### src/hdl/asym_pkg.sv
package asym_pkg;

   // default widths, the top level passes its own values down
   // wide write side, one bus word
   localparam int W_DATA_W_DEF = 32;
   // narrow read side, one stream byte
   localparam int R_DATA_W_DEF = 8;
   // narrow-side address bits, 64 bytes or 16 words
   localparam int ADDR_W_DEF = 6;

   // register select, taken from bus address bit 2
   typedef enum logic {
      REG_DATA   = 1'b0,
      REG_STATUS = 1'b1
   } wb_reg_e;

   // bus-side write FSM
   typedef enum logic [1:0] {
      IDLE       = 2'd0,
      WAIT_SPACE = 2'd1,
      ACK        = 2'd2
   } wr_state_e;

endpackage

### src/hdl/fifo_if.sv
interface fifo_if
   import asym_pkg::*;
#(
   parameter int W_DATA_W = W_DATA_W_DEF,
   parameter int R_DATA_W = R_DATA_W_DEF,
   parameter int ADDR_W   = ADDR_W_DEF
);

   // write side
   logic                push;
   logic [W_DATA_W-1:0] push_data;
   logic                full;
   // level in narrow units, needs one extra bit for a full buffer
   logic [ADDR_W:0]     level;

   // read side
   logic                pop;
   logic [R_DATA_W-1:0] pop_data;
   logic                empty;

   modport producer (output push, output push_data, input full, input level);
   modport fifo (
      input  push, input  push_data, input  pop,
      output full, output level, output pop_data, output empty
   );
   modport consumer (output pop, input pop_data, input empty);

endinterface

### src/hdl/asym_converter.sv
module asym_converter
   import asym_pkg::*;
#(
   parameter int W_DATA_W  = W_DATA_W_DEF,
   parameter int R_DATA_W  = R_DATA_W_DEF,
   parameter int ADDR_W    = ADDR_W_DEF,
   // the narrow side keeps all ADDR_W bits, the wide side drops log2(R)
   localparam int MAXDATA_W = (W_DATA_W > R_DATA_W) ? W_DATA_W : R_DATA_W,
   localparam int MINDATA_W = (W_DATA_W > R_DATA_W) ? R_DATA_W : W_DATA_W,
   localparam int R         = MAXDATA_W / MINDATA_W,
   localparam int MINADDR_W = ADDR_W - $clog2(R),
   localparam int W_ADDR_W  = (W_DATA_W == MAXDATA_W) ? MINADDR_W : ADDR_W,
   localparam int R_ADDR_W  = (R_DATA_W == MAXDATA_W) ? MINADDR_W : ADDR_W
) (
   input  logic                 clk_i,
   input  logic                 reset_i,
   // write port
   input  logic                 w_en_i,
   input  logic [W_ADDR_W-1:0]  w_addr_i,
   input  logic [W_DATA_W-1:0]  w_data_i,
   // read port
   input  logic                 r_en_i,
   input  logic [R_ADDR_W-1:0]  r_addr_i,
   output logic [R_DATA_W-1:0]  r_data_o,
   // banked memory
   output logic [R-1:0]         mem_w_en_o,
   output logic [MINADDR_W-1:0] mem_w_addr_o,
   output logic [MAXDATA_W-1:0] mem_w_data_o,
   output logic [R-1:0]         mem_r_en_o,
   output logic [MINADDR_W-1:0] mem_r_addr_o,
   input  logic [MAXDATA_W-1:0] mem_r_data_i
);

   if (W_DATA_W > R_DATA_W) begin : g_write_wider
      localparam int LOG_R = $clog2(R);

      logic [LOG_R-1:0] r_lsb_q;

      // a whole word lands in every bank on the same edge
      assign mem_w_en_o   = {R{w_en_i}};
      assign mem_w_addr_o = w_addr_i;
      assign mem_w_data_o = w_data_i;

      // low address bits pick one bank for a narrow read
      assign mem_r_en_o   = {{(R - 1){1'b0}}, r_en_i} << r_addr_i[LOG_R-1:0];
      assign mem_r_addr_o = r_addr_i[R_ADDR_W-1:LOG_R];

      // bank select follows the read data by one cycle
      always_ff @(posedge clk_i) begin
         if (reset_i) begin
            r_lsb_q <= '0;
         end else if (r_en_i) begin
            r_lsb_q <= r_addr_i[LOG_R-1:0];
         end
      end

      assign r_data_o = mem_r_data_i[r_lsb_q*R_DATA_W +: R_DATA_W];

   end else if (W_DATA_W < R_DATA_W) begin : g_read_wider
      localparam int LOG_R = $clog2(R);

      // narrow write goes to one bank only
      assign mem_w_en_o   = {{(R - 1){1'b0}}, w_en_i} << w_addr_i[LOG_R-1:0];
      assign mem_w_addr_o = w_addr_i[W_ADDR_W-1:LOG_R];
      // same word on every lane, the enable decides where it sticks
      assign mem_w_data_o = {R{w_data_i}};

      // wide read takes all banks together
      assign mem_r_en_o   = {R{r_en_i}};
      assign mem_r_addr_o = r_addr_i;
      assign r_data_o     = mem_r_data_i;

   end else begin : g_same_width
      assign mem_w_en_o   = w_en_i;
      assign mem_w_addr_o = w_addr_i;
      assign mem_w_data_o = w_data_i;
      assign mem_r_en_o   = r_en_i;
      assign mem_r_addr_o = r_addr_i;
      assign r_data_o     = mem_r_data_i;
   end

endmodule

### src/hdl/banked_ram.sv
module banked_ram #(
   parameter int MAXDATA_W = 32,
   parameter int MINADDR_W = 4,
   parameter int R         = 4
) (
   input  logic                 clk_i,
   // write port, one enable per bank
   input  logic [R-1:0]         w_en_i,
   input  logic [MINADDR_W-1:0] w_addr_i,
   input  logic [MAXDATA_W-1:0] w_data_i,
   // read port, one enable per bank
   input  logic [R-1:0]         r_en_i,
   input  logic [MINADDR_W-1:0] r_addr_i,
   output logic [MAXDATA_W-1:0] r_data_o
);

   localparam int BANK_W = MAXDATA_W / R;
   localparam int DEPTH  = 2 ** MINADDR_W;

   for (genvar b = 0; b < R; b++) begin : g_bank
      logic [BANK_W-1:0] mem [DEPTH];
      logic [BANK_W-1:0] rd_q;

      always_ff @(posedge clk_i) begin
         if (w_en_i[b]) begin
            mem[w_addr_i] <= w_data_i[b*BANK_W +: BANK_W];
         end
         // bank keeps its last read word while idle
         if (r_en_i[b]) begin
            rd_q <= mem[r_addr_i];
         end
      end

      assign r_data_o[b*BANK_W +: BANK_W] = rd_q;
   end

endmodule

### src/hdl/asym_fifo.sv
module asym_fifo
   import asym_pkg::*;
#(
   parameter int W_DATA_W = W_DATA_W_DEF,
   parameter int R_DATA_W = R_DATA_W_DEF,
   parameter int ADDR_W   = ADDR_W_DEF
) (
   input logic  clk_i,
   input logic  reset_i,
   fifo_if.fifo ff
);

   localparam int MAXDATA_W = (W_DATA_W > R_DATA_W) ? W_DATA_W : R_DATA_W;
   localparam int MINDATA_W = (W_DATA_W > R_DATA_W) ? R_DATA_W : W_DATA_W;
   localparam int R         = MAXDATA_W / MINDATA_W;
   localparam int MINADDR_W = ADDR_W - $clog2(R);
   localparam int W_ADDR_W  = (W_DATA_W == MAXDATA_W) ? MINADDR_W : ADDR_W;
   localparam int R_ADDR_W  = (R_DATA_W == MAXDATA_W) ? MINADDR_W : ADDR_W;
   // narrow units moved by one push and by one pop
   localparam int W_UNITS   = W_DATA_W / MINDATA_W;
   localparam int R_UNITS   = R_DATA_W / MINDATA_W;
   localparam int DEPTH     = 2 ** ADDR_W;
   localparam int LVL_W     = ADDR_W + 1;

   logic                 push_ok;
   logic                 pop_ok;
   // pointers carry one wrap bit above the address
   logic [W_ADDR_W:0]    wr_ptr_q;
   logic [R_ADDR_W:0]    rd_ptr_q;
   logic [LVL_W-1:0]     wr_units;
   logic [LVL_W-1:0]     rd_units;
   logic [LVL_W-1:0]     level;

   logic [R-1:0]         mem_w_en;
   logic [MINADDR_W-1:0] mem_w_addr;
   logic [MAXDATA_W-1:0] mem_w_data;
   logic [R-1:0]         mem_r_en;
   logic [MINADDR_W-1:0] mem_r_addr;
   logic [MAXDATA_W-1:0] mem_r_data;

   assign push_ok = ff.push && !ff.full;
   assign pop_ok  = ff.pop && !ff.empty;

   always_ff @(posedge clk_i) begin
      if (reset_i) begin
         wr_ptr_q <= '0;
         rd_ptr_q <= '0;
      end else begin
         if (push_ok) begin
            wr_ptr_q <= wr_ptr_q + 1'b1;
         end
         if (pop_ok) begin
            rd_ptr_q <= rd_ptr_q + 1'b1;
         end
      end
   end

   // both pointers scaled to narrow units, wrap bits then line up
   assign wr_units = LVL_W'(wr_ptr_q) << $clog2(W_UNITS);
   assign rd_units = LVL_W'(rd_ptr_q) << $clog2(R_UNITS);
   assign level    = wr_units - rd_units;

   assign ff.level = level;
   // full once a whole write word no longer fits
   assign ff.full  = level > LVL_W'(DEPTH - W_UNITS);
   assign ff.empty = level < LVL_W'(R_UNITS);

   asym_converter #(
      .W_DATA_W(W_DATA_W),
      .R_DATA_W(R_DATA_W),
      .ADDR_W  (ADDR_W)
   ) u_converter (
      .clk_i       (clk_i),
      .reset_i     (reset_i),
      .w_en_i      (push_ok),
      .w_addr_i    (wr_ptr_q[W_ADDR_W-1:0]),
      .w_data_i    (ff.push_data),
      .r_en_i      (pop_ok),
      .r_addr_i    (rd_ptr_q[R_ADDR_W-1:0]),
      .r_data_o    (ff.pop_data),
      .mem_w_en_o  (mem_w_en),
      .mem_w_addr_o(mem_w_addr),
      .mem_w_data_o(mem_w_data),
      .mem_r_en_o  (mem_r_en),
      .mem_r_addr_o(mem_r_addr),
      .mem_r_data_i(mem_r_data)
   );

   banked_ram #(
      .MAXDATA_W(MAXDATA_W),
      .MINADDR_W(MINADDR_W),
      .R        (R)
   ) u_ram (
      .clk_i   (clk_i),
      .w_en_i  (mem_w_en),
      .w_addr_i(mem_w_addr),
      .w_data_i(mem_w_data),
      .r_en_i  (mem_r_en),
      .r_addr_i(mem_r_addr),
      .r_data_o(mem_r_data)
   );

   // producer must hold off while full
   a_no_push_full : assert property (@(posedge clk_i) disable iff (reset_i)
      ff.push |-> !ff.full)
      else $error("push while FIFO full");

   // consumer must not pop an empty buffer
   a_no_pop_empty : assert property (@(posedge clk_i) disable iff (reset_i)
      ff.pop |-> !ff.empty)
      else $error("pop while FIFO empty");

endmodule

### src/hdl/wb_word_writer.sv
module wb_word_writer
   import asym_pkg::*;
#(
   parameter int W_DATA_W = W_DATA_W_DEF
) (
   input  logic                clk_i,
   input  logic                reset_i,
   input  logic                wb_cyc_i,
   input  logic                wb_stb_i,
   input  logic                wb_we_i,
   input  logic [2:2]          wb_adr_i,
   input  logic [W_DATA_W-1:0] wb_dat_i,
   output logic [W_DATA_W-1:0] wb_dat_o,
   output logic                wb_ack_o,
   fifo_if.producer            ff
);

   wr_state_e           state_q;
   wr_state_e           state_d;
   wb_reg_e             reg_sel;
   logic                req;
   logic                data_wr;
   logic [W_DATA_W-1:0] status;

   assign req     = wb_cyc_i && wb_stb_i;
   assign reg_sel = wb_reg_e'(wb_adr_i);
   assign data_wr = wb_we_i && (reg_sel == REG_DATA);

   always_comb begin
      state_d = state_q;
      case (state_q)
         IDLE: begin
            if (req && data_wr) begin
               state_d = WAIT_SPACE;
            end else if (req) begin
               state_d = ACK;
            end
         end
         WAIT_SPACE: begin
            // master gave up the cycle
            if (!req) begin
               state_d = IDLE;
            end else if (!ff.full) begin
               state_d = ACK;
            end
         end
         ACK: begin
            state_d = IDLE;
         end
         default: begin
            state_d = IDLE;
         end
      endcase
   end

   always_ff @(posedge clk_i) begin
      if (reset_i) begin
         state_q <= IDLE;
      end else begin
         state_q <= state_d;
      end
   end

   assign wb_ack_o = (state_q == ACK);

   // word goes in on the ack cycle, master still holds the data
   assign ff.push      = wb_ack_o && data_wr;
   assign ff.push_data = wb_dat_i;

   // level in the low bits, flags on top
   always_comb begin
      status             = W_DATA_W'(ff.level);
      status[W_DATA_W-1] = ff.full;
      status[W_DATA_W-2] = (ff.level == '0);
   end

   assign wb_dat_o = (wb_ack_o && !wb_we_i && reg_sel == REG_STATUS) ? status : '0;

   // ack answers a live strobe and lasts one cycle
   a_ack_single : assert property (@(posedge clk_i) disable iff (reset_i)
      wb_ack_o |-> req ##1 !wb_ack_o)
      else $error("bus ack outside a strobe or held for two cycles");

endmodule

### src/hdl/byte_stream_out.sv
module byte_stream_out
   import asym_pkg::*;
#(
   parameter int R_DATA_W = R_DATA_W_DEF
) (
   input  logic                clk_i,
   input  logic                reset_i,
   fifo_if.consumer            ff,
   output logic                m_valid_o,
   output logic [R_DATA_W-1:0] m_data_o,
   input  logic                m_ready_i
);

   // two-entry holding buffer, entry 0 is the head
   logic [R_DATA_W-1:0] hold_q [2];
   logic [1:0]          count_q;
   logic                inflight_q;
   logic                out_fire;
   logic [1:0]          keep_cnt;
   logic [1:0]          occ_after;

   assign out_fire  = m_valid_o && m_ready_i;
   // bytes left once the head leaves, then with the returning pop
   assign keep_cnt  = count_q - 2'(out_fire);
   assign occ_after = keep_cnt + 2'(inflight_q);

   // room for one more byte next cycle
   assign ff.pop = !ff.empty && (occ_after < 2'd2);

   always_ff @(posedge clk_i) begin
      if (reset_i) begin
         count_q    <= '0;
         inflight_q <= 1'b0;
      end else begin
         count_q    <= occ_after;
         inflight_q <= ff.pop;
      end
   end

   always_ff @(posedge clk_i) begin
      if (out_fire) begin
         hold_q[0] <= hold_q[1];
      end
      // returning byte goes behind whatever stays
      if (inflight_q) begin
         if (keep_cnt == 2'd0) begin
            hold_q[0] <= ff.pop_data;
         end else begin
            hold_q[1] <= ff.pop_data;
         end
      end
   end

   assign m_valid_o = (count_q != 2'd0);
   assign m_data_o  = hold_q[0];

   a_stall_stable : assert property (@(posedge clk_i) disable iff (reset_i)
      m_valid_o && !m_ready_i |=> m_valid_o && $stable(m_data_o))
      else $error("stream byte changed while stalled");

endmodule

### src/hdl/wb2stream_top.sv
module wb2stream_top
   import asym_pkg::*;
#(
   parameter int W_DATA_W = W_DATA_W_DEF,
   parameter int R_DATA_W = R_DATA_W_DEF,
   parameter int ADDR_W   = ADDR_W_DEF
) (
   input  logic                clk_i,
   input  logic                reset_i,
   // wishbone classic slave
   input  logic                wb_cyc_i,
   input  logic                wb_stb_i,
   input  logic                wb_we_i,
   input  logic [2:2]          wb_adr_i,
   input  logic [W_DATA_W-1:0] wb_dat_i,
   output logic [W_DATA_W-1:0] wb_dat_o,
   output logic                wb_ack_o,
   // byte stream out
   output logic                m_valid_o,
   output logic [R_DATA_W-1:0] m_data_o,
   input  logic                m_ready_i
);

   fifo_if #(
      .W_DATA_W(W_DATA_W),
      .R_DATA_W(R_DATA_W),
      .ADDR_W  (ADDR_W)
   ) fifo_link ();

   wb_word_writer #(
      .W_DATA_W(W_DATA_W)
   ) u_writer (
      .clk_i   (clk_i),
      .reset_i (reset_i),
      .wb_cyc_i(wb_cyc_i),
      .wb_stb_i(wb_stb_i),
      .wb_we_i (wb_we_i),
      .wb_adr_i(wb_adr_i),
      .wb_dat_i(wb_dat_i),
      .wb_dat_o(wb_dat_o),
      .wb_ack_o(wb_ack_o),
      .ff      (fifo_link.producer)
   );

   // words in, bytes out
   asym_fifo #(
      .W_DATA_W(W_DATA_W),
      .R_DATA_W(R_DATA_W),
      .ADDR_W  (ADDR_W)
   ) u_fifo (
      .clk_i  (clk_i),
      .reset_i(reset_i),
      .ff     (fifo_link.fifo)
   );

   byte_stream_out #(
      .R_DATA_W(R_DATA_W)
   ) u_stream (
      .clk_i    (clk_i),
      .reset_i  (reset_i),
      .ff       (fifo_link.consumer),
      .m_valid_o(m_valid_o),
      .m_data_o (m_data_o),
      .m_ready_i(m_ready_i)
   );

endmodule

### config.mk
export PLATFORM = sky130hd
export DESIGN_NAME = wb2stream_top
export DESIGN_NICKNAME = d
export VERILOG_FILES = /design/src/hdl/asym_pkg.sv /design/src/hdl/fifo_if.sv /design/src/hdl/asym_converter.sv /design/src/hdl/banked_ram.sv /design/src/hdl/asym_fifo.sv /design/src/hdl/wb_word_writer.sv /design/src/hdl/byte_stream_out.sv /design/src/hdl/wb2stream_top.sv
export SDC_FILE = /design/constraint.sdc
export NUM_CORES = 1
export LEC_CHECK = 0
export ABC_CLOCK_PERIOD_IN_PS = 5800
export CAP_MARGIN = 15
export CORE_MARGIN = 1
export CORE_UTILIZATION = 40
export DETAILED_ROUTE_END_ITERATION = 10
export DONT_BUFFER_PORTS = 1
export SLEW_MARGIN = 40
export SYNTH_ARGS = -nofsm -noshare
export SYNTH_HDL_FRONTEND = slang
export SYNTH_SLANG_ARGS = --single-unit
### constraint.sdc
create_clock -name clk_i -period 5.8 [get_ports clk_i]
set_clock_uncertainty 0.2 [all_clocks]
set_input_delay 1.16 -clock clk_i [delete_from_list [all_inputs] [get_ports clk_i]]
set_output_delay 1.16 -clock clk_i [all_outputs]
set_load 0.02 [all_outputs]
Yosys cells after proc, flatten, opt, wreduce, memory -nomap -nowiden:

Memory sizes are Yosys's and may differ from the RTL's. A register that Yosys moved wholly into a read port is not among the register bits.
Index checks and enable logic that the tools add are counted.

* add/sub/neg operators: 5
* $mul: 0
* div/mod/pow operators: 0
* order comparisons: 3
* equal/unequal tests: 4
* shift-type cells: 2
* multiplexer cells: 17
* bitwise operators: 2
* reduce and logical (&&, ||, !) cells: 18

Operator list (number)
* 2-to-1 mux 32 bit: 1
* variable part select 32 x 6 -> 8 bit: 1
* logical AND 1 bit: 10
* 2-to-1 mux 1 bit: 10
* 2-to-1 mux 2 bit: 4
* 2-to-1 mux 8 bit: 1
* adder 7 x 1 -> 7 bit (second input constant): 1
* > comparator 7 x 6 -> 1 bit (second input constant): 1
* logical NOT 7 bit: 1
* < comparator 7 x 1 -> 1 bit (second input constant): 1
* subtractor 7 bit: 1
* adder 5 x 1 -> 5 bit (second input constant): 1
* logical NOT 2 bit: 2
* case mux 2 bit (2 select lines): 1
* << shifter 1 x 2 -> 4 bit: 1
* logical NOT 1 bit: 3
* inequality test 3 x 1 -> 1 bit (second input constant): 1
* inequality test 3 bit (second input constant): 1
* adder 2 x 1 -> 2 bit: 1
* equality test 2 x 1 -> 1 bit (second input constant): 1
* equality test 2 bit (second input constant): 1
* < comparator 2 bit (second input constant): 1
* AND reduction 2 bit: 1
* nonzero test 2 bit: 1
* 3 further kinds: 3

* flip-flop bits (word level): 19
* bits in latches: 0
* memory bits (writable): 528
* ROM bits: 0
* word-level logic and storage cells: 62
* memories kept: 5

Memory list
* u_fifo.u_ram.g_bank[0].mem: depth 16, bits a word 8, rd ports 1, clocked after Yosys merged registers in 1, write ports 1, line banked_ram.sv:21 `logic [BANK_W-1:0] mem [DEPTH];`
* u_fifo.u_ram.g_bank[1].mem: depth 16, bits a word 8, rd ports 1, clocked after Yosys merged registers in 1, write ports 1, line banked_ram.sv:21
* u_fifo.u_ram.g_bank[2].mem: depth 16, bits a word 8, rd ports 1, clocked after Yosys merged registers in 1, write ports 1, line banked_ram.sv:21
* u_fifo.u_ram.g_bank[3].mem: depth 16, bits a word 8, rd ports 1, clocked after Yosys merged registers in 1, write ports 1, line banked_ram.sv:21
* u_stream.hold_q: depth 2, bits a word 8, rd ports 2, clocked after Yosys merged registers in 0, write ports 2, line byte_stream_out.sv:15 `logic [R_DATA_W-1:0] hold_q [2];`

Longest topological paths before layout:

Gate-level depths: netlist of run 1.

* depth in word-level cells: 8
* depth in mapped cells: 13
* mapped depth without buffers: 9

Modules after synthesis:

From an unflattened synthesis of run 1, not the netlist that was laid out.

* cells, all modules: 1206
* area, all modules: 23506.3 um^2

Modules (own cells, without submodules)
* banked_ram: times used 1, cells an instance 905, area an instance 20564.7 um^2
* asym_fifo: times used 1, cells an instance 105, area an instance 872.1 um^2
* byte_stream_out: times used 1, cells an instance 54, area an instance 852.1 um^2
* asym_converter: times used 1, cells an instance 65, area an instance 621.8 um^2
* wb_word_writer: times used 1, cells an instance 77, area an instance 595.6 um^2

Worst setup path before layout of run 1:

Ideal clock, no wire load.

* path type: register -> register
* start point: reg u_fifo.rd_ptr_q[3]
* end point: mem u_fifo.u_ram.g_bank[0].mem[15][0] (netlist name), enable pin
* data arrival time: 5.469 ns
* required time: 5.099 ns
* slack: -0.370 ns
* stages on the path, launching flop included: 10
* clock period less this slack: 6.170 ns
* cell sequence: dfxtp_1 > clkbuf_1 > clkbuf_1 > clkbuf_1 > inv_1 > ha_1 > and3_1 > a221oi_4 > xnor2_4 > nor4_1

* cells in the longest elaborated chain, start to end: 6

RTL lines
* start: declaration: line asym_fifo.sv:29 `logic [R_ADDR_W:0] rd_ptr_q;`
* start signal: assignment: line asym_fifo.sv:53 `rd_ptr_q <= rd_ptr_q + 1'b1;`
* subtractor 7 bit: line asym_fifo.sv:61 `assign level = wr_units - rd_units;`
* > comparator 7 x 6 -> 1 bit: line asym_fifo.sv:65 `assign ff.full = level > LVL_W'(DEPTH - W_UNITS);`
* logical NOT 1 bit
* logical AND 1 bit: line asym_fifo.sv:41 `assign push_ok = ff.push && !ff.full;`
* 2-to-1 mux 1 bit: line banked_ram.sv:25 `if (w_en_i[b]) begin`
* 2-to-1 mux 1 bit (implied by the code): line banked_ram.sv:26 `mem[w_addr_i] <= w_data_i[b*BANK_W +: BANK_W];`
* end: declaration: line banked_ram.sv:21

No other way between the ends.

Final worst setup path of run 1:

* start point: reg u_fifo.wr_ptr_q[0]
* end point: out wb_dat_o[31]

* cells in the longest elaborated chain, start to end: 3

RTL lines
* start: declaration: line asym_fifo.sv:28 `logic [W_ADDR_W:0] wr_ptr_q;`
* start signal: assignment: line asym_fifo.sv:50 `wr_ptr_q <= wr_ptr_q + 1'b1;`
* subtractor 7 bit: line asym_fifo.sv:61
* > comparator 7 x 6 -> 1 bit: line asym_fifo.sv:65
* 2-to-1 mux 32 bit: line wb_word_writer.sv:77 `assign wb_dat_o = (wb_ack_o && !wb_we_i && reg_sel == REG_STATUS) ? status : '0;`
* end: declaration: line wb2stream_top.sv:16 `output logic [W_DATA_W-1:0] wb_dat_o,`

No other way between the ends.

==> results.sh, run 1 <==
export IMPL_fin_crit_ns=4.61
export IMPL_drc_errors=0
export IMPL_synth_area_um2=22700
export IMPL_rsz0062_at_grt="false"
export IMPL_cp_max_fo=7
export IMPL_yosysTopAreaCellShare=0.742
export IMPL_ys_types=55
export IMPL_preCtsSetupSlack_ns=1.71
export IMPL_grt_pass1_wl_mm=67.0
export IMPL_vdd_drop_max_mv=0.251
export IMPL_layout_nets=1064
export IMPL_start_util=0.408
export IMPL_cts_hold_buf=0
export IMPL_p_leak_nw=7.69
export IMPL_layout_commonest_cell="edfxtp_1"
export IMPL_tightest_slew_ns=0.749
export IMPL_cts_root_buf="clkbuf_16"
export IMPL_synthCells=995
export IMPL_fillers=4556
export IMPL_seq_area_frac_synth=0.759
export IMPL_die_area_um2=57600
export IMPL_dpl_cell_area_um2=23500
export IMPL_hold_path_class="register to register"
export IMPL_cts_setup_buffers=0
export IMPL_async_reset_ff_frac=0
export IMPL_gp_congestion=0.766
export IMPL_yosysTopAreaCell="edfxtp_1"
export IMPL_fin_crit_sh=0.795
export IMPL_layout_common_cells="edfxtp_1, mux4_2, clkbuf_16"
export IMPL_cts_buffer_depth=3
export IMPL_worst_slack_ns=1.19
export IMPL_register_area_um2=17200
export IMPL_path_clk_slew_ns=0.06
export IMPL_port_buffers=0
export IMPL_start_kind="register"
export IMPL_fp_dieH_um=240
export IMPL_finish_utilization=0.457
export IMPL_cp_top_family="simple AND/OR/NAND/NOR gates"
export IMPL_grt_pass1_vias=9780
export IMPL_place_hpwl_mm=29.4
export IMPL_powerDensity_nw_per_um2=379
export IMPL_antenna_found_initial=1
export IMPL_report_final_hold_viol_count=0
export IMPL_num_vias=9768
export IMPL_clk_insertion_delay_late_ns=0.60
export IMPL_synth_area_top_cells="edfxtp_1, mux4_2, dfxtp_1"
export IMPL_cp_common_cell="nor2_1"
export IMPL_path_cells="ha_1 -> or3b_1 -> o211ai_2 -> xor2_2 -> and4_1 -> nor2_1 -> nor2_1"
export IMPL_vias_per_cell=5.42
export IMPL_h_tree_depth=2
export IMPL_cp_end_kind="primary output"
export IMPL_crit_type="register to primary output"
export IMPL_fp_dieW_um=240
export IMPL_grt_overflow_total=0
export IMPL_cts_tree="yes"
export IMPL_maxSlewHeadroom=0.501
export IMPL_status="finished, final reports clean"
export IMPL_drive_above_1_share=0.286
export IMPL_slowest_delay_ns=0.53
export IMPL_ant_nets=0
export IMPL_syn_area_per_cell_um2=22.8
export IMPL_grt_max_degree=93
export IMPL_drv_slew=0
export IMPL_setup_viol=0
export IMPL_cp_buffers_inverters=0
export IMPL_cts_buffers=56
export IMPL_worstPathRequired_ns=4.44
export IMPL_cts_resized_gates=0
export IMPL_setup_tns_ns=0
export IMPL_insertedDiodeCount=0
export IMPL_fp_coreArea_um2=55500
export IMPL_cts_sinks=579
export IMPL_wl_per_cell_um=25.4
export IMPL_ys_ff_latch=579
export IMPL_synth_enable_flop_cells=560
export IMPL_area_delta_synth_final_pct=12.0
export IMPL_critPathSlowestCell="and4_1"
export IMPL_fin_area_um2=25400
export IMPL_num_rows=86
export IMPL_io_pins=81
export IMPL_cap_viol_max_count=0
export IMPL_grtUsageTotal=0.164
export IMPL_multiInputGateArea_um2=5170
export IMPL_dr_pass1_iters=5
export IMPL_synth_flop_cell="edfxtp_1"
export IMPL_clock_fmax_mhz=217
export IMPL_yosysWarnings=0
export IMPL_cp_arrival_ns=3.25
export IMPL_drt_initial_drc_count=1061
export IMPL_routed_wirelength_mm=45.9
## metal layers
| layer | global-route usage | vias to the layer above | routed length [um] |
|---|---|---|---|
| met3 | 0.0497 | 60 | 3950 |
| met1 | 0.243 | 5209 | 20600 |
| met5 | 0 | - | 13 |
| met4 | 0.0427 | 2 | 915 |
| li1 | - | 4172 | - |
| met2 | 0.235 | 325 | 20400 |
## state kept, by name, indices dropped and copies added (netlist names)
name	flops
u_fifo.u_converter.g_write_wider.r_lsb_q	2
u_writer.state_q	2
u_fifo.rd_ptr_q	7
u_stream.inflight_q	1
u_fifo.wr_ptr_q	5
u_stream.hold_q	16
u_stream.count_q	2
u_fifo.u_ram.g_bank.mem	512
u_fifo.u_ram.g_bank.rd_q	32
## Yosys cell counts, types with 2 or more instances
| master | instances |
|---|---|
| a21o_1 | 2 |
| nand3_1 | 4 |
| mux2_1 | 4 |
| and2_1 | 8 |
| nor4_1 | 4 |
| dfxtp_1 | 19 |
| buf_2 | 7 |
| nor2_1 | 21 |
| xnor2_1 | 6 |
| and3_1 | 15 |
| inv_1 | 10 |
| mux2i_1 | 2 |
| buf_6 | 2 |
| clkbuf_1 | 26 |
| a211oi_1 | 2 |
| a21oi_1 | 8 |
| edfxtp_1 | 560 |
| nor2b_1 | 9 |
| buf_1 | 9 |
| nand2b_1 | 3 |
| or4_1 | 2 |
| nor3_1 | 3 |
| ha_1 | 13 |
| or3_1 | 2 |
| or2_2 | 2 |
| buf_4 | 32 |
| o21ai_0 | 2 |
| nand2_1 | 12 |
| o31ai_1 | 2 |
| mux4_2 | 168 |
| o22ai_1 | 2 |
| nand4_1 | 3 |
| mux2_2 | 8 |
| xor2_1 | 2 |
## worst paths after layout
path	cells past startpoint	slack [ns]	start	to
setup / recovery	7	1.19	u_fifo.wr_ptr_q[0]	wb_dat_o[31]
hold reg to reg	2	0.31	u_fifo.rd_ptr_q[6]	u_fifo.rd_ptr_q[6]
hold / removal	2	0.31	u_fifo.rd_ptr_q[6]	u_fifo.rd_ptr_q[6]
setup reg to reg	9	1.85	u_fifo.rd_ptr_q[0]	u_fifo.u_ram.g_bank[1].mem[12][6]
## layout make-up
type / instances / area share
sequential: 579 / 0.678
multi-input combinational: 351 / 0.204
clock buffer: 67 / 0.0577
tap: 748 / 0.0369
clock inverter: 34 / 0.0157
timing repair buffer: 13 / 0.00670
inverter: 11 / 0.00163
## where the power goes
group | switching [mW] | internal, mW
logic | 0.564 | 0.467
clock network | 1.49 | 2.19
registers | 0.112 | 4.81
total | 2.17 | 7.47
## cells by family (layout without fill, tap and decap cells)
logic type	count (synthesis)	count (layout)	share of synthesized area
AND/OR/NAND/NOR	99	99	0.0255
AO/OA/AOI/OAI	24	24	0.00872
buffers and inverters	87	125	0.0208
flip-flops	579	579	0.759
other	1	23	0.000165
adder cells (fa/ha/maj)	13	13	0.00718
multiplexers	182	182	0.174
XOR/XNOR	10	10	0.00502
## tightest hold or removal path: stages (launching register included)
cell and delay [ns]:
dfxtp_1 0.34, o31ai_1 0.08, a21oi_1 0.06
## per-stage QoR
step	power (mW)	hold slack (ns)	instances
6_report	9.63	0.314	1803
3_5_place_dp	6.05	0.307	1701
2_1_floorplan	5.83	0.265	1017
4_1_cts	9.73	0.319	1802
3_3_place_gp	6.03	0.291	1699
5_1_grt	9.98	0.343	1803
(Power assumes the default switching activity.)
==> run 2: changes to the inputs <==
--- a/config.mk
+++ b/config.mk
@@ -5,7 +5,7 @@
 export SDC_FILE = /design/constraint.sdc
 export NUM_CORES = 1
 export LEC_CHECK = 0
-export ABC_CLOCK_PERIOD_IN_PS = 5800
+export ABC_CLOCK_PERIOD_IN_PS = 4500
 export CAP_MARGIN = 15
 export CORE_MARGIN = 1
 export CORE_UTILIZATION = 40
==> constraint.sdc (replaced) <==
create_clock -name clk_i -period 4.5 [get_ports clk_i]
set_clock_uncertainty 0.2 [all_clocks]
set_input_delay 0.9 -clock clk_i [delete_from_list [all_inputs] [get_ports clk_i]]
set_output_delay 0.9 -clock clk_i [all_outputs]
set_load 0.02 [all_outputs]
==> run 2 against run 1 <==
Compared with the run above:
- cell area up 1.0%
- non-clock buffer count up 18
- critical path depth up 3
- clock-buffer cell count is 1 higher
==> results.sh, run 2 (same netlist as run 1, synthesis figures left out) <==
export IMPL_cp_buffers_inverters=3
export IMPL_hold_path_class="input port to register"
export IMPL_rsz0062_at_grt="false"
export IMPL_path_cells="inv_1 -> ha_1 -> or3b_1 -> o211ai_2 -> xor2_2 -> and4_1 -> buf_4 -> nor2_1 -> nor2_1 -> buf_4"
export IMPL_cts_buffers=57
export IMPL_internal_power_mw=9.59
export IMPL_cap_viol_max_count=0
export IMPL_io_pins=81
export IMPL_p_leak_nw=7.84
export IMPL_netSwitchingFraction=0.229
export IMPL_drt_initial_drc_count=857
export IMPL_layout_nets=1083
export IMPL_cts_resized_gates=0
export IMPL_antenna_found_initial=2
export IMPL_grt_pass1_wl_mm=69.9
export IMPL_reg2reg_depth=11
export IMPL_hold_depth=1
export IMPL_start_kind="register"
export IMPL_crit_type="register to primary output"
export IMPL_p_switching_mw=2.85
export IMPL_start_util=0.408
export IMPL_cts_buffer_depth=3
export IMPL_cp_top_family="simple AND/OR/NAND/NOR gates"
export IMPL_crit_cells=10
export IMPL_num_rows=86
export IMPL_largest_register="u_fifo.u_ram.g_bank.mem"
export IMPL_dr_pass1_iters=5
export IMPL_cp_max_fo=7
export IMPL_vdd_drop_max_mv=0.317
export IMPL_fin_crit_sh=0.947
export IMPL_setup_tns_ns=0
export IMPL_grt_max_degree=132
export IMPL_finish_utilization=0.462
export IMPL_worstPathRequired_ns=3.40
export IMPL_area_delta_synth_final_pct=13.2
export IMPL_gp_congestion=0.754
export IMPL_ant_nets=0
export IMPL_insertedDiodeCount=0
export IMPL_fin_crit_ns=4.26
export IMPL_seqPwrFrac=0.510
export IMPL_layout_commonest_cell="edfxtp_1"
export IMPL_reg_largest_list="u_fifo.u_ram.g_bank.mem: 512 flops, u_fifo.u_ram.g_bank.rd_q: 32 flops, u_stream.hold_q: 16 flops"
export IMPL_critPathSlowestCell="or3b_1"
export IMPL_drv_slew=0
export IMPL_routed_wirelength_mm=47.5
export IMPL_die_area_um2=57600
export IMPL_wl_per_cell_um=26.0
export IMPL_num_vias=9884
export IMPL_path_clk_slew_ns=0.07
export IMPL_pwr_share_clk=0.385
export IMPL_fp_dieW_um=240
export IMPL_place_hpwl_mm=29.9
export IMPL_drive_above_1_share=0.297
export IMPL_slowest_delay_ns=0.40
export IMPL_grtUsageTotal=0.170
export IMPL_report_final_hold_viol_count=0
export IMPL_vias_per_cell=5.41
export IMPL_cts_setup_buffers=0
export IMPL_cp_end_kind="primary output"
export IMPL_maxSlewHeadroom=0.524
export IMPL_grt_pass1_vias=10048
export IMPL_p_comb_frac=0.105
export IMPL_powerDensity_nw_per_um2=485
export IMPL_cts_hold_buf=0
export IMPL_cp_arrival_ns=3.16
export IMPL_layout_common_cells="edfxtp_1, mux4_2, clkbuf_16"
export IMPL_setup_viol=0
export IMPL_fp_dieH_um=240
export IMPL_cts_tree="yes"
export IMPL_cts_root_buf="clkbuf_16"
export IMPL_largest_reg_flops=512
export IMPL_fillers=4577
export IMPL_clock_fmax_mhz=235
export IMPL_cts_sinks=579
export IMPL_multiInputGateArea_um2=5120
export IMPL_port_buffers=0
export IMPL_status="finished, final reports clean"
export IMPL_grt_overflow_total=0
export IMPL_drc_errors=0
export IMPL_fp_coreArea_um2=55500
export IMPL_register_area_um2=17200
export IMPL_clk_insertion_delay_late_ns=0.62
export IMPL_tightest_slew_ns=0.709
export IMPL_h_tree_depth=2
-- run 2: cell count changes in the layout (fill, tap and decap cells not counted), sizes merged --
cell,previous run,this run
buf,13,31
clkinv,21,27
bufinv,9,8
clkbuf,67,68
clkinvlp,2,3
inv,13,12
-- run 2: through the flow --
stage               setup WS [ns]  instances  power, mW  instance area, um^2  hold slack, ns
global route               0.0134       1827       12.9                25700           0.121
CTS                         0.158       1826       12.6                25600           0.105
floorplan                   0.306       1017       7.51                22800           0.265
detailed placement          0.677       1719       7.80                23700           0.312
global placement            0.770       1718       7.76                23700           0.298
finish                      0.238       1827       12.4                25700           0.151
-- run 2: path summary, 6_finish.rpt --
path / end / startpoint / slack (ns)
worst max-delay path: wb_dat_o[31] / u_fifo.rd_ptr_q[2] / 0.24
worst min-delay path: u_fifo.rd_ptr_q[3] / reset_i / 0.15
worst max register to register: u_fifo.u_ram.g_bank[1].mem[6][5] / u_fifo.rd_ptr_q[0] / 0.68
worst min register to register: u_fifo.rd_ptr_q[5] / u_fifo.rd_ptr_q[5] / 0.32
-- run 2: layout make-up --
type,instances,area share
clock buffer,68,0.0576
clock inverter,39,0.0161
inverter,11,0.00161
multi-input combinational,351,0.200
sequential,579,0.671
tap,748,0.0365
timing repair buffer,31,0.0179
-- run 2: layer usage --
layer / share of wire / up-vias / track usage
li1: - / 4225 / -
met1: 0.46 / 5268 / 0.256
met2: 0.45 / 322 / 0.248
met3: 0.071 / 69 / 0.0375
met4: 0.022 / 0 / 0.0496
met5: 0 / - / 0
-- run 2: power groups by stage --
stage / logic (mW) / registers [mW] / clock network [mW]
2_1_floorplan: 1.17 / 6.34 / 0
3_3_place_gp: 1.31 / 6.45 / 0
3_5_place_dp: 1.33 / 6.46 / 0
4_1_cts: 1.34 / 6.35 / 4.89
5_1_grt: 1.43 / 6.37 / 5.07
6_report: 1.31 / 6.35 / 4.79
==> run 3: changes to the inputs <==
==> constraint.sdc (replaced) <==
create_clock -name clk_i -period 4.5 [get_ports clk_i]
set_clock_uncertainty 0.2 [all_clocks]
set_input_delay 0.9 -clock clk_i [delete_from_list [all_inputs] [get_ports clk_i]]
set_output_delay 0.9 -clock clk_i [all_outputs]
set_load 0.005 [all_outputs]
==> run 3 against run 2 <==
Compared with the run above:
- maximum frequency rose by 0.75%
- sequential share of layout area rose by 0.31 points
- worst hold slack improved by 0.013 ns
- setup slack improved by 0.032 ns
- register-to-register slack improved by 0.12 ns
- first-iteration DRC count rose by 13%
- utilization fell by 0.21 points
- die area did not move
- global-route usage rose by 0.099 points
- critical path depth fell by 2
- clock power fell by 1%
- combinational power barely moved
==> results.sh, run 3 (same netlist as run 1, synthesis figures left out) <==
export IMPL_routed_wirelength_mm=47.9
export IMPL_vdd_drop_max_mv=0.282
export IMPL_cts_root_buf="clkbuf_16"
export IMPL_area_delta_synth_final_pct=12.7
export IMPL_clock_fmax_mhz=236
export IMPL_ant_nets=0
export IMPL_grt_pass1_vias=10165
export IMPL_layout_commonest_cell="edfxtp_1"
export IMPL_drv_slew=0
export IMPL_fin_crit_sh=0.940
export IMPL_num_rows=86
export IMPL_layout_nets=1080
export IMPL_cap_viol_max_count=0
export IMPL_layout_common_cells="edfxtp_1, mux4_2, clkbuf_16"
export IMPL_io_pins=81
export IMPL_drive_above_1_share=0.295
export IMPL_reg_largest_list="u_fifo.u_ram.g_bank.mem: 512 flops, u_fifo.u_ram.g_bank.rd_q: 32 flops, u_stream.hold_q: 16 flops"
export IMPL_internal_power_mw=9.58
export IMPL_tightest_slew_ns=0.758
export IMPL_insertedDiodeCount=0
export IMPL_antenna_found_initial=2
export IMPL_crit_type="register to primary output"
export IMPL_hold_depth=1
export IMPL_worstPathRequired_ns=3.40
export IMPL_fin_crit_ns=4.23
export IMPL_wl_per_cell_um=26.3
export IMPL_p_leak_nw=7.80
export IMPL_fillers=4555
export IMPL_finalHoldWorstSlack_ns=0.163
export IMPL_setup_viol=0
export IMPL_cts_tree="yes"
export IMPL_cp_end_kind="primary output"
export IMPL_vias_per_cell=5.46
export IMPL_p_switching_mw=2.81
export IMPL_fp_dieW_um=240
export IMPL_setup_tns_ns=0
export IMPL_cts_buffer_depth=3
export IMPL_cp_arrival_ns=3.13
export IMPL_grt_overflow_total=0
export IMPL_largest_reg_flops=512
export IMPL_die_area_um2=57600
export IMPL_rsz0062_at_grt="false"
export IMPL_powerDensity_nw_per_um2=485
export IMPL_clk_insertion_delay_late_ns=0.60
export IMPL_status="finished, final reports clean"
export IMPL_fp_coreArea_um2=55500
export IMPL_multiInputGateArea_um2=5130
export IMPL_reg2reg_depth=10
export IMPL_grt_max_degree=132
export IMPL_largest_register="u_fifo.u_ram.g_bank.mem"
export IMPL_preCtsSetupSlack_ns=0.646
export IMPL_num_vias=9945
export IMPL_gp_congestion=0.778
export IMPL_worst_slack_ns=0.270
export IMPL_netSwitchingFraction=0.227
export IMPL_cts_sinks=579
export IMPL_report_final_hold_viol_count=0
export IMPL_start_util=0.408
export IMPL_place_hpwl_mm=29.7
export IMPL_p_comb_frac=0.106
export IMPL_hold_path_class="input port to register"
export IMPL_port_buffers=0
export IMPL_pwr_share_clk=0.382
export IMPL_seqPwrFrac=0.511
export IMPL_cp_max_fo=14
export IMPL_maxSlewHeadroom=0.494
export IMPL_grtUsageTotal=0.171
export IMPL_cts_setup_buffers=0
export IMPL_path_clk_slew_ns=0.06
export IMPL_h_tree_depth=2
export IMPL_dr_pass1_iters=6
export IMPL_fp_dieH_um=240
export IMPL_start_kind="register"
export IMPL_cts_buffers=57
export IMPL_grt_pass1_wl_mm=70.5
export IMPL_drc_errors=0
export IMPL_drt_initial_drc_count=971
export IMPL_register_area_um2=17200
## run 3: cell count changes in the layout (fill, tap and decap cells not counted), moves of 2 or more
cell        delta
clkinvlp_4     -3
buf_12         -4
and3_2         -3
clkinv_1       -2
clkinv_8       -2
clkbuf_16      +2
clkinv_2       +2
and3_4         +3
## run 3: per-layer routing
layer	up-vias	GRT usage	part of all wire
li1	4194	-	-
met1	5385	0.263	0.47
met2	314	0.247	0.45
met3	52	0.0408	0.066
met4	0	0.0353	0.015
met5	-	0	0
## run 3: critical path, cell delays in order, from the launching register on
cell	delay (ns)
dfxtp_4	0.49
inv_1	0.07
ha_1	0.40
or3b_1	0.40
o211ai_2	0.21
xor2_2	0.34
and4_4	0.40
nor2_1	0.06
nor2_1	0.17
## run 3: through the flow
stage	cell area, um^2	power [mW]	std cells	utilization
2_1_floorplan	22800	7.45	1017	-
3_3_place_gp	23600	7.75	1715	0.425
3_5_place_dp	23600	7.78	1715	0.426
4_1_cts	25500	12.5	1818	0.459
5_1_grt	25500	12.8	1820	0.460
6_report	25500	12.4	1820	0.460
## run 3: cell type report
class / instances / area share
Sequential cell: 579 / 0.674
Clock inverter: 34 / 0.0133
Multi-Input combinational cell: 351 / 0.201
Inverter: 11 / 0.00162
Clock buffer: 69 / 0.0593
Tap cell: 748 / 0.0366
Timing Repair Buffer: 28 / 0.0146
## run 3: path summary, 6_finish.rpt
check                                        start                           endpoint  slack [ns]
worst min-delay path                       reset_i                 u_fifo.rd_ptr_q[2]        0.16
worst min register to register  u_fifo.rd_ptr_q[6]                 u_fifo.rd_ptr_q[6]        0.29
worst max-delay path            u_fifo.rd_ptr_q[2]                       wb_dat_o[31]        0.27
worst max register to register  u_fifo.rd_ptr_q[0]  u_fifo.u_ram.g_bank[2].mem[14][0]        0.80
## run 3: timing repair
action / in CTS / in global routing
resized for setup: 0 / 2
setup endpoints to repair: 0 / 1
hold buffers: 0 / 0
## run 3: power groups by stage
stage               clock (mW)  sequential (mW)  combinational [mW]
CTS                       4.82             6.34                1.33
detailed placement           0             6.45                1.32
finish                    4.73             6.33                1.31
global placement             0             6.45                1.30
global route              5.04             6.35                1.44
floorplan                    0             6.34                1.11
